<file path="src/common/ex_pkg.sv">
package ex_pkg;

    // ****************************************
    // widths
    // ****************************************
    localparam int XLEN    = 64;
    localparam int ILEN    = 32;
    localparam int NUM_GPR = 32;
    localparam int STRB_W  = XLEN / 8;

    typedef logic [XLEN-1:0]            xlen_t;
    typedef logic [ILEN-1:0]            inst_t;
    typedef logic [$clog2(NUM_GPR)-1:0] reg_id_t;
    typedef logic [STRB_W-1:0]          strb_t;

    // sequential fetch step
    localparam xlen_t PC_STEP = 4;

    // ****************************************
    // RV64I major opcodes
    // ****************************************
    localparam logic [6:0] OPC_LUI    = 7'b0110111;
    localparam logic [6:0] OPC_AUIPC  = 7'b0010111;
    localparam logic [6:0] OPC_JAL    = 7'b1101111;
    localparam logic [6:0] OPC_JALR   = 7'b1100111;
    localparam logic [6:0] OPC_BRANCH = 7'b1100011;
    localparam logic [6:0] OPC_LOAD   = 7'b0000011;
    localparam logic [6:0] OPC_STORE  = 7'b0100011;
    localparam logic [6:0] OPC_OP_IMM = 7'b0010011;
    localparam logic [6:0] OPC_OP     = 7'b0110011;

    // operation class, cls_none retires as a no-op
    typedef enum logic [3:0] {
        cls_none,
        cls_lui,
        cls_auipc,
        cls_jal,
        cls_jalr,
        cls_branch,
        cls_load,
        cls_store,
        cls_alu_reg,
        cls_alu_imm
    } op_class_e;

    typedef enum logic [3:0] {
        alu_add,
        alu_sub,
        alu_sll,
        alu_slt,
        alu_sltu,
        alu_xor,
        alu_srl,
        alu_sra,
        alu_or,
        alu_and
    } alu_mode_e;

    // decoded control for one instruction
    typedef struct packed {
        op_class_e  op_class;
        alu_mode_e  alu_mode;
        logic [2:0] funct3;
        reg_id_t    rd;
        reg_id_t    rs1;
        reg_id_t    rs2;
        xlen_t      imm;
    } ex_ctrl_t;

    // store request to data memory
    typedef struct packed {
        logic  en;
        xlen_t addr;
        xlen_t data;
        strb_t strb;
    } mem_wr_t;

endpackage

</file>
<file path="src/lsu/load_align.sv">
`timescale 1ns/1ps

module load_align import ex_pkg::*; (
    input  logic [2:0] funct3,
    input  logic [2:0] addr_low,
    input  xlen_t      rdata,
    output xlen_t      value
);

    xlen_t shifted;

    // addressed byte moved down to lane 0
    assign shifted = rdata >> {addr_low, 3'b000};

    always_comb begin
        case (funct3)
            // lb
            3'b000: begin
                value = {{56{shifted[7]}}, shifted[7:0]};
            end
            // lh
            3'b001: begin
                value = {{48{shifted[15]}}, shifted[15:0]};
            end
            // lw
            3'b010: begin
                value = {{32{shifted[31]}}, shifted[31:0]};
            end
            // ld, whole word as is
            3'b011: begin
                value = rdata;
            end
            // lbu
            3'b100: begin
                value = {56'b0, shifted[7:0]};
            end
            // lhu
            3'b101: begin
                value = {48'b0, shifted[15:0]};
            end
            // lwu
            3'b110: begin
                value = {32'b0, shifted[31:0]};
            end
            default: begin
                value = '0;
            end
        endcase
    end

endmodule

</file>
<file path="config.mk">
export PLATFORM = sky130hd
export DESIGN_NAME = load_align
export DESIGN_NICKNAME = d
export VERILOG_FILES = /design/src/common/ex_pkg.sv /design/src/lsu/load_align.sv
export SDC_FILE = /design/constraint.sdc
export NUM_CORES = 1
export LEC_CHECK = 0
export BUFFER_PORTS_ARGS = -buffer_cell sky130_fd_sc_hd__clkbuf_2
export CORE_ASPECT_RATIO = 1.5
export CORE_MARGIN = 3
export CORE_UTILIZATION = 44
export DETAILED_ROUTE_END_ITERATION = 7
export PLACE_DENSITY_LB_ADDON = 0.25
export REMOVE_ABC_BUFFERS = 1
export SYNTH_ARGS = -nofsm -noshare
export SYNTH_HDL_FRONTEND = slang
export SYNTH_SLANG_ARGS = --single-unit
</file>
<file path="constraint.sdc">
create_clock -name vclk -period 1.9
set_input_delay 0.285 -clock vclk [all_inputs]
set_output_delay 0.285 -clock vclk [all_outputs]
set_load 0.05 [all_outputs]
</file>
==> impl_metrics.csv, run 1 <==
group,metric,value,unit
synthesis,yosys_warnings,0,
synthesis,yosysTopAreaCell,"mux2i_1",
die,initial_core_util,45.86,%
die,die_h,99.01,um
timing,crit_endpoint,"value[23]",
placed_design,gp_congestion,0.9452,
die,fp.dieW,68.01,um
global_routing,overflow,1,
synthesis,synth.top_cell.area_share,16.57,%
synthesis,synth_area_leaders,"mux2i_1, mux4_2, a21oi_2",
timing,worst_endpoint_kind,"primary output",
status,haltStage,"5_1_grt",
placed_design,pre_cts_slack,-0.5764,ns
status,outcome,"aborted with a tool error",
global_routing,grt_usage,65.00,%
placed_design,hpwlAfterDp,7919,um
status,error_line,"[ERROR GRT-0232] Routing congestion too high. Check the congestion heatmap in the GUI.",
synthesis,syn-cell-area,2537,um^2
placed_design,port-buffer-count,134,
synthesis,syn_inst,335,
die,pin_count,134,
cts,hold_buffers,0,
global_routing,grt_max_degree,26,
synthesis,syn_avg_cell_area,7.574,um^2
synthesis,synth.distinct_cells,47,
synthesis,ys_seq_area_share,0,%
die,num_rows,33,
[timing repair]
action / in CTS
setup endpoints to repair: 64
resized for setup: 149
cloned: 3
setup buffers: 21
hold endpoints to repair: 0
pin swaps: 12
[cell usage after synthesis (all sizes together)]
| cell | n |
|---|---|
| o21a | 3 |
| mux2 | 7 |
| nor3 | 3 |
| nor2b | 6 |
| o211a | 1 |
| o221ai | 1 |
| clkinv | 1 |
| a211oi | 3 |
| a2bb2oi | 3 |
| or3 | 1 |
| nand3b | 9 |
| a221oi | 3 |
| nor4 | 1 |
| a311oi | 1 |
| inv | 2 |
| nand2 | 53 |
| o32a | 1 |
| a211o | 1 |
| nand3 | 1 |
| nor2 | 11 |
| and2 | 1 |
| a21bo | 1 |
| a22o | 1 |
| a31o | 1 |
| o2bb2ai | 3 |
| a221o | 16 |
| a21oi | 53 |
| nand2b | 3 |
| a22oi | 20 |
| mux2i | 42 |
| o21ai | 18 |
| mux4 | 13 |
| a31oi | 1 |
| and3 | 1 |
| o22ai | 9 |
| clkbuf | 18 |
| buf | 22 |
[layer usage]
| metal | GRT overflow | track usage, % |
|---|---|---|
| met1 | 0 | 70.06 |
| met2 | 0 | 81.05 |
| met3 | 0 | 45.15 |
| met4 | 1 | 58.04 |
| met5 | 0 | 7.500 |
[metrics by stage]
stage | hold slack, ns | instance area, um^2 | instances
after floorplan | 0.7882 | 2310 | 295
after global placement | 0.9948 | 3979 | 575
after detailed placement | 0.9937 | 3979 | 575
after CTS | 0.9639 | 4865 | 599
[kinds of logic after synthesis]
| logic type | synth area share, % |
|---|---|
| buf+inv | 9.418 |
| mux | 31.21 |
| simple gates | 17.21 |
| compound gates | 42.16 |
==> run 2: changes to the inputs <==
--- a/config.mk
+++ b/config.mk
@@ -6,11 +6,10 @@
 export NUM_CORES = 1
 export LEC_CHECK = 0
 export BUFFER_PORTS_ARGS = -buffer_cell sky130_fd_sc_hd__clkbuf_2
-export CORE_ASPECT_RATIO = 1.5
 export CORE_MARGIN = 3
-export CORE_UTILIZATION = 44
+export CORE_UTILIZATION = 30
 export DETAILED_ROUTE_END_ITERATION = 7
-export PLACE_DENSITY_LB_ADDON = 0.25
+export PLACE_DENSITY_LB_ADDON = 0.15
 export REMOVE_ABC_BUFFERS = 1
 export SYNTH_ARGS = -nofsm -noshare
 export SYNTH_HDL_FRONTEND = slang
==> constraint.sdc (replaced) <==
create_clock -name vclk -period 2.45
set_input_delay 0.3675 -clock vclk [all_inputs]
set_output_delay 0.3675 -clock vclk [all_outputs]
set_load 0.05 [all_outputs]
==> run 2 against run 1 <==
  * The flow now finishes, with violations (setup timing)
  * Synthesized cell count unchanged
  * Area after synthesis unchanged
==> impl_metrics.csv, run 2 <==
group,metric,value,unit
die,fp.dieW,97.97,um
critical_path,required,2.08,ns
timing,drv_slew,0,
synthesis,yosysTopAreaCell,"mux2i_1",
synthesis,synth.top_cell.area_share,16.57,%
critical_path,worstSetupEndpointType,"output port",
routing,drt_first_pass_iters,6,
timing,setup_viol,30,
timing,finalHoldViolCount,0,
layout,layout-drive-gt1-share,53.11,%
placed_design,gp_congestion,0.8934,
die,pin_count,134,
global_routing,grt_usage,20.74,%
flow_run,maxCapViolCount,0,
timing,fin_hold_ws,1.116,ns
layout,ff_latch_area,0,um^2
timing,setup_ws,-0.04394,ns
layout,most-common-layout-cells,"clkbuf_2, nand2_1, buf_4",
routing,wl_per_cell,18.16,um
layout,area_delta_synth_final,68.93,%
timing,relSlewSlack,31.87,%
routing,drt-total-wl,10610,um
layout,fin_area,4287,um^2
routing,postRouteAntennaNets,0,
die,placeableCoreArea,7968,um^2
critical_path,slowest_stage,"a221o_1",
synthesis,syn-cell-area,2537,um^2
routing,post-route-drc-count,0,
placed_design,hpwlAfterDp,7717,um
die,initial_core_util,31.85,%
global_routing,grt_max_degree,49,
critical_path,cp-start-kind,"input pin",
layout,layout_commonest_cell,"clkbuf_2",
synthesis,yosys_warnings,0,
layout,n_antenna_cell,0,
critical_path,slowest_delay,0.37,ns
timing,fin_crit_sh,101.8,%
layout,sequential_cell_total,0,
critical_path,cp_max_fo,11,
critical_path,critPathKind,"input pin to output port",
synthesis,synth_area_leaders,"mux2i_1, mux4_2, a21oi_2",
worst_hold_path,hold_path_class,"input pin to output port",
power,p_per_area,346.3,nW/um^2
timing,rsz0062_at_grt,"true",
layout,nNetsFinal,554,
routing,dr_total_vias,3370,
synthesis,syn_inst,335,
status,violations,"setup timing",
global_routing,grt_pass1_wl,16800,um
die,dieArea,9597,um^2
global_routing,overflow,0,
layout,final_util,53.80,%
power,power_leakage,1.895,nW
critical_path,arrival,2.13,ns
placed_design,port-buffer-count,134,
synthesis,synth.distinct_cells,47,
synthesis,syn_avg_cell_area,7.574,um^2
synthesis,ys_seq_area_share,0,%
timing,fin_crit,2.494,ns
global_routing,antenna_found_initial,0,
synthesis,synth_common_cells,"nand2_1, mux2i_1, a21oi_2",
global_routing,grt_pass1_vias,3241,
die,num_rows,32,
critical_path,critPathMostFrequentCell,"buf_6",
timing,tightestPinTransition,1.022,ns
critical_path,crit_chain,"clkbuf_2, buf_6, nor2b_4, a22o_1, a221o_1, a311oi_4, buf_6, buf_12, a21oi_2, buf_8",
timing,fmax,0.4010,GHz
routing,viasPerCell,5.771,
synthesis,synthMostInstantiatedCell,"nand2_1",
placed_design,placed_area,3676,um^2
timing,tns,-0.7866,ns
status,outcome,"finished, violations left",
routing,drt_iter0_markers,188,
power,irDropWorstVdd,0.0001761,V
cts,hold_buffers,0,
die,die_h,97.97,um
layout,nClkBuffers,0,
[run 2: cell counts after synthesis]
Identical to the previous run, type by type.
[run 2: worst max-delay path: cells and delay by family]
kind	cells	cell delay (ns)
AOI/OAI and AO/OA	4	0.91
buffers and inverters	5	0.78
and+or+nand+nor	1	0.05
[run 2: final timing paths]
kind	startpoint	to	cells after the start
hold / removal	rdata[50]	value[50]	4
setup / recovery	addr_low[1]	value[40]	10
[run 2: timing repair]
action / in CTS / in global routing
gates resized for setup: 103 / 67
cloned: 1 / 0
pin swaps: 5 / 0
setup buffers: 5 / 0
setup endpoints to repair: 52 / 58
[run 2: cells by family after synthesis]
family,share of synthesized area [%]
mux,31.21
simple gates,17.21
buf+inv,9.418
compound gates,42.16
[run 2: metrics by stage]
stage	total power, mW	setup WS [ns]	instances
after global placement	1.257	-0.1822	578
after floorplan	0.7712	-1.067	295
final	1.485	-0.04394	584
after detailed placement	1.262	-0.2331	578
after CTS	1.411	-0.04172	584
after global routing	1.558	-0.1212	584
[run 2: cell type report]
class | count | area, um^2
Multi-Input combinational cell | 292 | 2365
Tap cell | 102 | 127.6
Inverter | 3 | 11.26
Timing Repair Buffer | 187 | 1783
Fill cell | 758 | 3681
[run 2: power breakdown]
part | internal, mW | switching, mW
Sequential | 0 | 0
Clock | 0 | 0
Combinational | 0.633 | 0.851
Total | 0.633 | 0.851
[run 2: per-layer routing]
metal  vias up  track usage [%]  wire, um
li1       1600                -         -
met1      1605            30.33      4758
met2       155            34.24      5025
met3        10            1.714       733
met4         0            2.343        89
met5         -                0         0
Note: power is estimated with default switching activity, not from simulation.
==> run 3: changes to the inputs <==
--- a/config.mk
+++ b/config.mk
@@ -9,6 +9,7 @@
 export CORE_MARGIN = 3
 export CORE_UTILIZATION = 30
 export DETAILED_ROUTE_END_ITERATION = 7
+export GPL_ROUTABILITY_DRIVEN = 0
 export PLACE_DENSITY_LB_ADDON = 0.15
 export REMOVE_ABC_BUFFERS = 1
 export SYNTH_ARGS = -nofsm -noshare
==> constraint.sdc (replaced) <==
create_clock -name vclk -period 2.2
set_input_delay 0.33 -clock vclk [all_inputs]
set_output_delay 0.33 -clock vclk [all_outputs]
set_load 0.05 [all_outputs]
==> run 3 against run 2 <==
  * The run still ends with setup timing left
  * Largest cell class unchanged
  * First-iteration DRC count fell by 6.4%
  * Highest routed layer unchanged
  * Routed wire length rose by 7.9%
  * Sequential cell count did not move
  * Via count rose by 3.3%
  * Critical path depth fell by 1
  * Critical path type unchanged
==> impl_metrics.csv, run 3 (same netlist as run 2, synthesis figures left out) <==
group,metric,value,unit
power,internal-power,0.7864,mW
layout,fillers,742,
timing,rsz0062_at_grt,"true",
timing,tightestPinTransition,0.9688,ns
timing,relSlewSlack,35.28,%
layout,layout_commonest_cell,"clkbuf_2",
layout,most-common-layout-cells,"clkbuf_2, nand2_1, buf_4",
critical_path,crit_chain,"buf_12, mux2i_2, o21ai_1, a221o_1, a311oi_4, buf_6, buf_12, a21oi_4, buf_8",
power,switching_share,55.88,%
layout,nNetsFinal,568,
critical_path,cp_top_family,"compound AO/OA/AOI/OAI gates",
power,seqPwrFrac,0,%
timing,fin_crit,2.410,ns
critical_path,cp-start-kind,"input pin",
power,p_clk_share,0,%
critical_path,cp.depth,9,
die,num_rows,32,
routing,viasPerCell,5.821,
die,initial_core_util,31.85,%
die,dieArea,9597,um^2
critical_path,required,1.87,ns
global_routing,grt_usage,21.85,%
routing,drt-total-wl,11450,um
placed_design,port-buffer-count,134,
critical_path,arrival,2.08,ns
routing,wl_per_cell,19.14,um
power,pwr-share-comb,100.0,%
die,placeableCoreArea,7968,um^2
critical_path,slowest_delay,0.43,ns
critical_path,crit_path_start,"addr_low[2]",
timing,setup_viol,57,
die,die_h,97.97,um
worst_hold_path,hold_path_class,"input pin to output port",
layout,ff_latch_area,0,um^2
layout,nClkBuffers,0,
placed_design,hpwlAfterDp,7970,um
status,violations,"setup timing",
global_routing,grt_pass1_wl,17630,um
critical_path,critPathMostFrequentCell,"buf_12",
critical_path,crit_end,"value[49]",
critical_path,cp_max_fo,6,
layout,n_antenna_cell,0,
status,outcome,"finished, violations left",
routing,post-route-drc-count,0,
flow_run,maxCapViolCount,0,
timing,drv_slew,0,
routing,drt_iter0_markers,176,
layout,layout-drive-gt1-share,56.05,%
critical_path,critPathKind,"input pin to output port",
global_routing,overflow,0,
global_routing,antenna_found_initial,0,
timing,fin_crit_sh,109.6,%
critical_path,path_buf_inv,4,
global_routing,grt_max_degree,49,
layout,fin_area,4725,um^2
placed_design,placed_area,3779,um^2
layout,area_delta_synth_final,86.19,%
placed_design,dp_cells,588,
layout,sequential_cell_total,0,
critical_path,slowest_stage,"a221o_1",
routing,dr_total_vias,3481,
power,power_switching,0.9958,mW
timing,setup_ws,-0.2104,ns
timing,fmax,0.4149,GHz
die,fp.dieW,97.97,um
power,p_per_area,377.2,nW/um^2
cts,hold_buffers,0,
global_routing,grt_pass1_vias,3336,
layout,fin_cells,598,
routing,drt_first_pass_iters,5,
power,power_leakage,2.053,nW
routing,postRouteAntennaNets,0,
timing,finalHoldViolCount,0,
layout,final_util,59.30,%
power,p_total,1.782,mW
die,pin_count,134,
power,irDropWorstVdd,0.0001904,V
critical_path,worstSetupEndpointType,"output port",
-- run 3: power groups by stage --
stage               clock network, mW  logic (mW)  registers (mW)
finish                              0        1.78               0
global route                        0        1.87               0
CTS                                 0        1.65               0
detailed placement                  0        1.43               0
global placement                    0        1.43               0
floorplan                           0       0.859               0
-- run 3: area by class of cell --
| class | count | area [um^2] | area share [%] |
|---|---|---|---|
| well taps | 102 | 127.6 | 2.701 |
| multi-input cells | 292 | 2547 | 53.92 |
| inverters | 3 | 11.26 | 0.2383 |
| repair buffers | 201 | 2038 | 43.14 |
-- run 3: per-stage QoR --
| step | setup WS, ns | hold WS, ns | setup TNS (ns) |
|---|---|---|---|
| detailed placement | -0.3913 | 1.067 | -18.14 |
| finish | -0.2104 | 1.039 | -9.533 |
| global placement | -0.3288 | 1.066 | -15.36 |
| global route | -0.2738 | 1.060 | -13.17 |
| CTS | -0.1979 | 1.056 | -8.490 |
| floorplan | -1.242 | 0.8782 | -44.47 |
-- run 3: repair_timing --
item,in CTS,in global routing
gates cloned,2,2
pin swaps,13,6
setup endpoints to repair,62,61
resized for setup,129,78
setup buffers,4,2
-- run 3: how the worst min path moves through the flow --
stage                endpoint  slack [ns]      start  depth (start not counted)
floorplan           value[32]        0.88  rdata[32]                          2
global route        value[50]        1.06  rdata[50]                          4
finish              value[50]        1.04  rdata[50]                          4
global placement     value[5]        1.07   rdata[5]                          4
detailed placement   value[5]        1.07   rdata[5]                          4
CTS                 value[50]        1.06  rdata[50]                          4
-- run 3: layer usage --
layer | up-vias | GRT usage [%] | routed length (um)
met5 | - | 0 | 0
met4 | 0 | 2.662 | 169
met3 | 14 | 2.571 | 895
met2 | 173 | 37.28 | 5541
met1 | 1664 | 30.41 | 4841
li1 | 1630 | - | -
==> run 4: changes to the inputs <==
--- a/config.mk
+++ b/config.mk
@@ -6,8 +6,10 @@
 export NUM_CORES = 1
 export LEC_CHECK = 0
 export BUFFER_PORTS_ARGS = -buffer_cell sky130_fd_sc_hd__clkbuf_2
+export CELL_PAD_IN_SITES_DETAIL_PLACEMENT = 1
+export CELL_PAD_IN_SITES_GLOBAL_PLACEMENT = 2
 export CORE_MARGIN = 3
-export CORE_UTILIZATION = 30
+export CORE_UTILIZATION = 22
 export DETAILED_ROUTE_END_ITERATION = 7
 export GPL_ROUTABILITY_DRIVEN = 0
 export PLACE_DENSITY_LB_ADDON = 0.15
==> constraint.sdc (replaced) <==
create_clock -name vclk -period 2.1
set_input_delay 0.315 -clock vclk [all_inputs]
set_output_delay 0.315 -clock vclk [all_outputs]
set_load 0.05 [all_outputs]
==> run 4 against run 3 <==
  * The flow still finishes with violations (setup timing)
  * Setup slack worse by 0.088 ns
  * Cell count is 9.9% higher
  * Global-route usage is 2.6 points lower
  * Utilization is 14 points lower
  * Non-clock buffer count is 20 higher
  * Power is 11% higher
  * Via count is 0.83% higher
  * First-iteration DRC count is 20% lower
  * Worst hold slack worse by 0.035 ns
  * Routed wire length is 16% higher
  * Combinational power is 11% higher
  * Cell area is 6.2% higher
  * Critical endpoint is now value[23]
==> impl_metrics.csv, run 4 (same netlist as run 2, synthesis figures left out) <==
group,metric,value,unit
status,outcome,"finished, violations left",
status,violations,"setup timing",
placed_design,hpwlAfterDp,9883,um
routing,drt_iter0_markers,140,
layout,nNetsFinal,589,
critical_path,worstSetupEndpointType,"output port",
die,pin_count,134,
layout,fillers,1292,
routing,postRouteAntennaNets,0,
critical_path,slowest_stage,"mux4_2",
global_routing,grt_pass1_wl,20300,um
timing,setup_viol,56,
routing,post-route-drc-count,0,
timing,relSlewSlack,39.18,%
critical_path,cp_max_fo,8,
global_routing,grt_pass1_vias,3740,
layout,layout-drive-gt1-share,60.93,%
worst_hold_path,hold_path_depth,4,
critical_path,path_buf_inv,3,
power,power_switching,1.078,mW
routing,drt_first_pass_iters,4,
global_routing,antenna_found_initial,0,
critical_path,crit_chain,"buf_12, mux2i_2, mux4_2, nor4_4, buf_4, a31o_4, a221o_1, buf_12",
timing,setup_ws,-0.2983,ns
layout,layout_commonest_cell,"buf_4",
global_routing,grt_max_degree,30,
critical_path,cp-start-kind,"input pin",
die,placeableCoreArea,11030,um^2
layout,multi_input_area,2535,um^2
placed_design,port-buffer-count,134,
critical_path,cp.depth,8,
timing,drv_slew,0,
critical_path,required,1.78,ns
timing,fin_crit_sh,114.2,%
layout,n_antenna_cell,0,
timing,tightestPinTransition,0.9104,ns
global_routing,overflow,0,
critical_path,critPathKind,"input pin to output port",
timing,fmax,0.4170,GHz
timing,finalHoldViolCount,0,
worst_hold_path,min_to,"value[49]",
layout,final_util,45.51,%
die,die_h,113.4,um
routing,dr_total_vias,3510,
worst_hold_path,min_from,"rdata[49]",
flow_run,maxCapViolCount,0,
power,seqPwrFrac,0,%
layout,most-common-layout-cells,"buf_4, clkbuf_2, nand2_1",
layout,area_delta_synth_final,97.83,%
layout,sequential_cell_total,0,
placed_design,pre_cts_slack,-0.4470,ns
layout,fin_cells,657,
power,switching_share,54.46,%
power,p_clk_share,0,%
critical_path,cp_top_family,"multiplexers",
placed_design,dp_cells,631,
timing,rsz0062_at_grt,"true",
critical_path,critPathMostFrequentCell,"buf_12",
power,power_leakage,2.180,nW
routing,viasPerCell,5.342,
power,pwr-share-comb,100.0,%
die,initial_core_util,23.00,%
critical_path,arrival,2.08,ns
layout,ff_latch_area,0,um^2
critical_path,slowest_delay,0.51,ns
die,fp.dieW,113.4,um
power,p_per_area,394.5,nW/um^2
die,num_rows,38,
layout,nClkBuffers,0,
global_routing,grt_usage,19.21,%
die,dieArea,12860,um^2
timing,fin_crit,2.398,ns
power,irDropWorstVdd,0.0002004,V
worst_hold_path,hold_path_class,"input pin to output port",
power,internal-power,0.9018,mW
routing,drt-total-wl,13290,um
routing,wl_per_cell,20.23,um
[run 4: cell type report]
type,count,share of cell area [%]
inverter,3,0.2243
multi-input combinational,293,50.50
timing repair buffer,221,45.79
tap,140,3.490
[run 4: what timing repair did]
action,in CTS,in global routing
setup buffers,4,19
hold buffers,0,0
gates cloned,1,2
pin swaps,5,8
resized for setup,100,87
endpoints found under the setup margin,64,61
[run 4: per-layer routing]
metal | global-route usage (%) | wire (um) | vias up
met3 | 1.220 | 516 | 2
li1 | - | - | 1673
met4 | 0.5609 | 10 | 0
met5 | 0 | 0 | -
met1 | 26.66 | 5964 | 1738
met2 | 34.60 | 6801 | 97
[run 4: power by group through the flow]
stage,Clock [mW],Combinational (mW),Sequential (mW)
global route,0,2.08,0
finish,0,1.98,0
detailed placement,0,1.68,0
floorplan,0,0.900,0
global placement,0,1.66,0
CTS,0,1.84,0
[run 4: through the flow]
| step | total power, mW | TNS, ns | cell area (um^2) | hold WS, ns |
|---|---|---|---|---|
| detailed placement | 1.676 | -23.23 | 4111 | 1.054 |
| finish | 1.980 | -13.65 | 5020 | 1.003 |
| floorplan | 0.8998 | -48.83 | 2310 | 0.8482 |
| CTS | 1.837 | -14.40 | 4567 | 1.026 |
| global route | 2.080 | -17.28 | 5020 | 1.040 |
| global placement | 1.661 | -19.14 | 4111 | 1.046 |
[run 4: worst max-delay path by stage]
stage / startpoint / slack [ns] / endpoint
floorplan: addr_low[1] / -1.31 / value[59]
global placement: addr_low[2] / -0.38 / value[45]
detailed placement: addr_low[2] / -0.45 / value[59]
CTS: addr_low[2] / -0.30 / value[59]
global route: addr_low[0] / -0.37 / value[23]
finish: addr_low[0] / -0.30 / value[23]
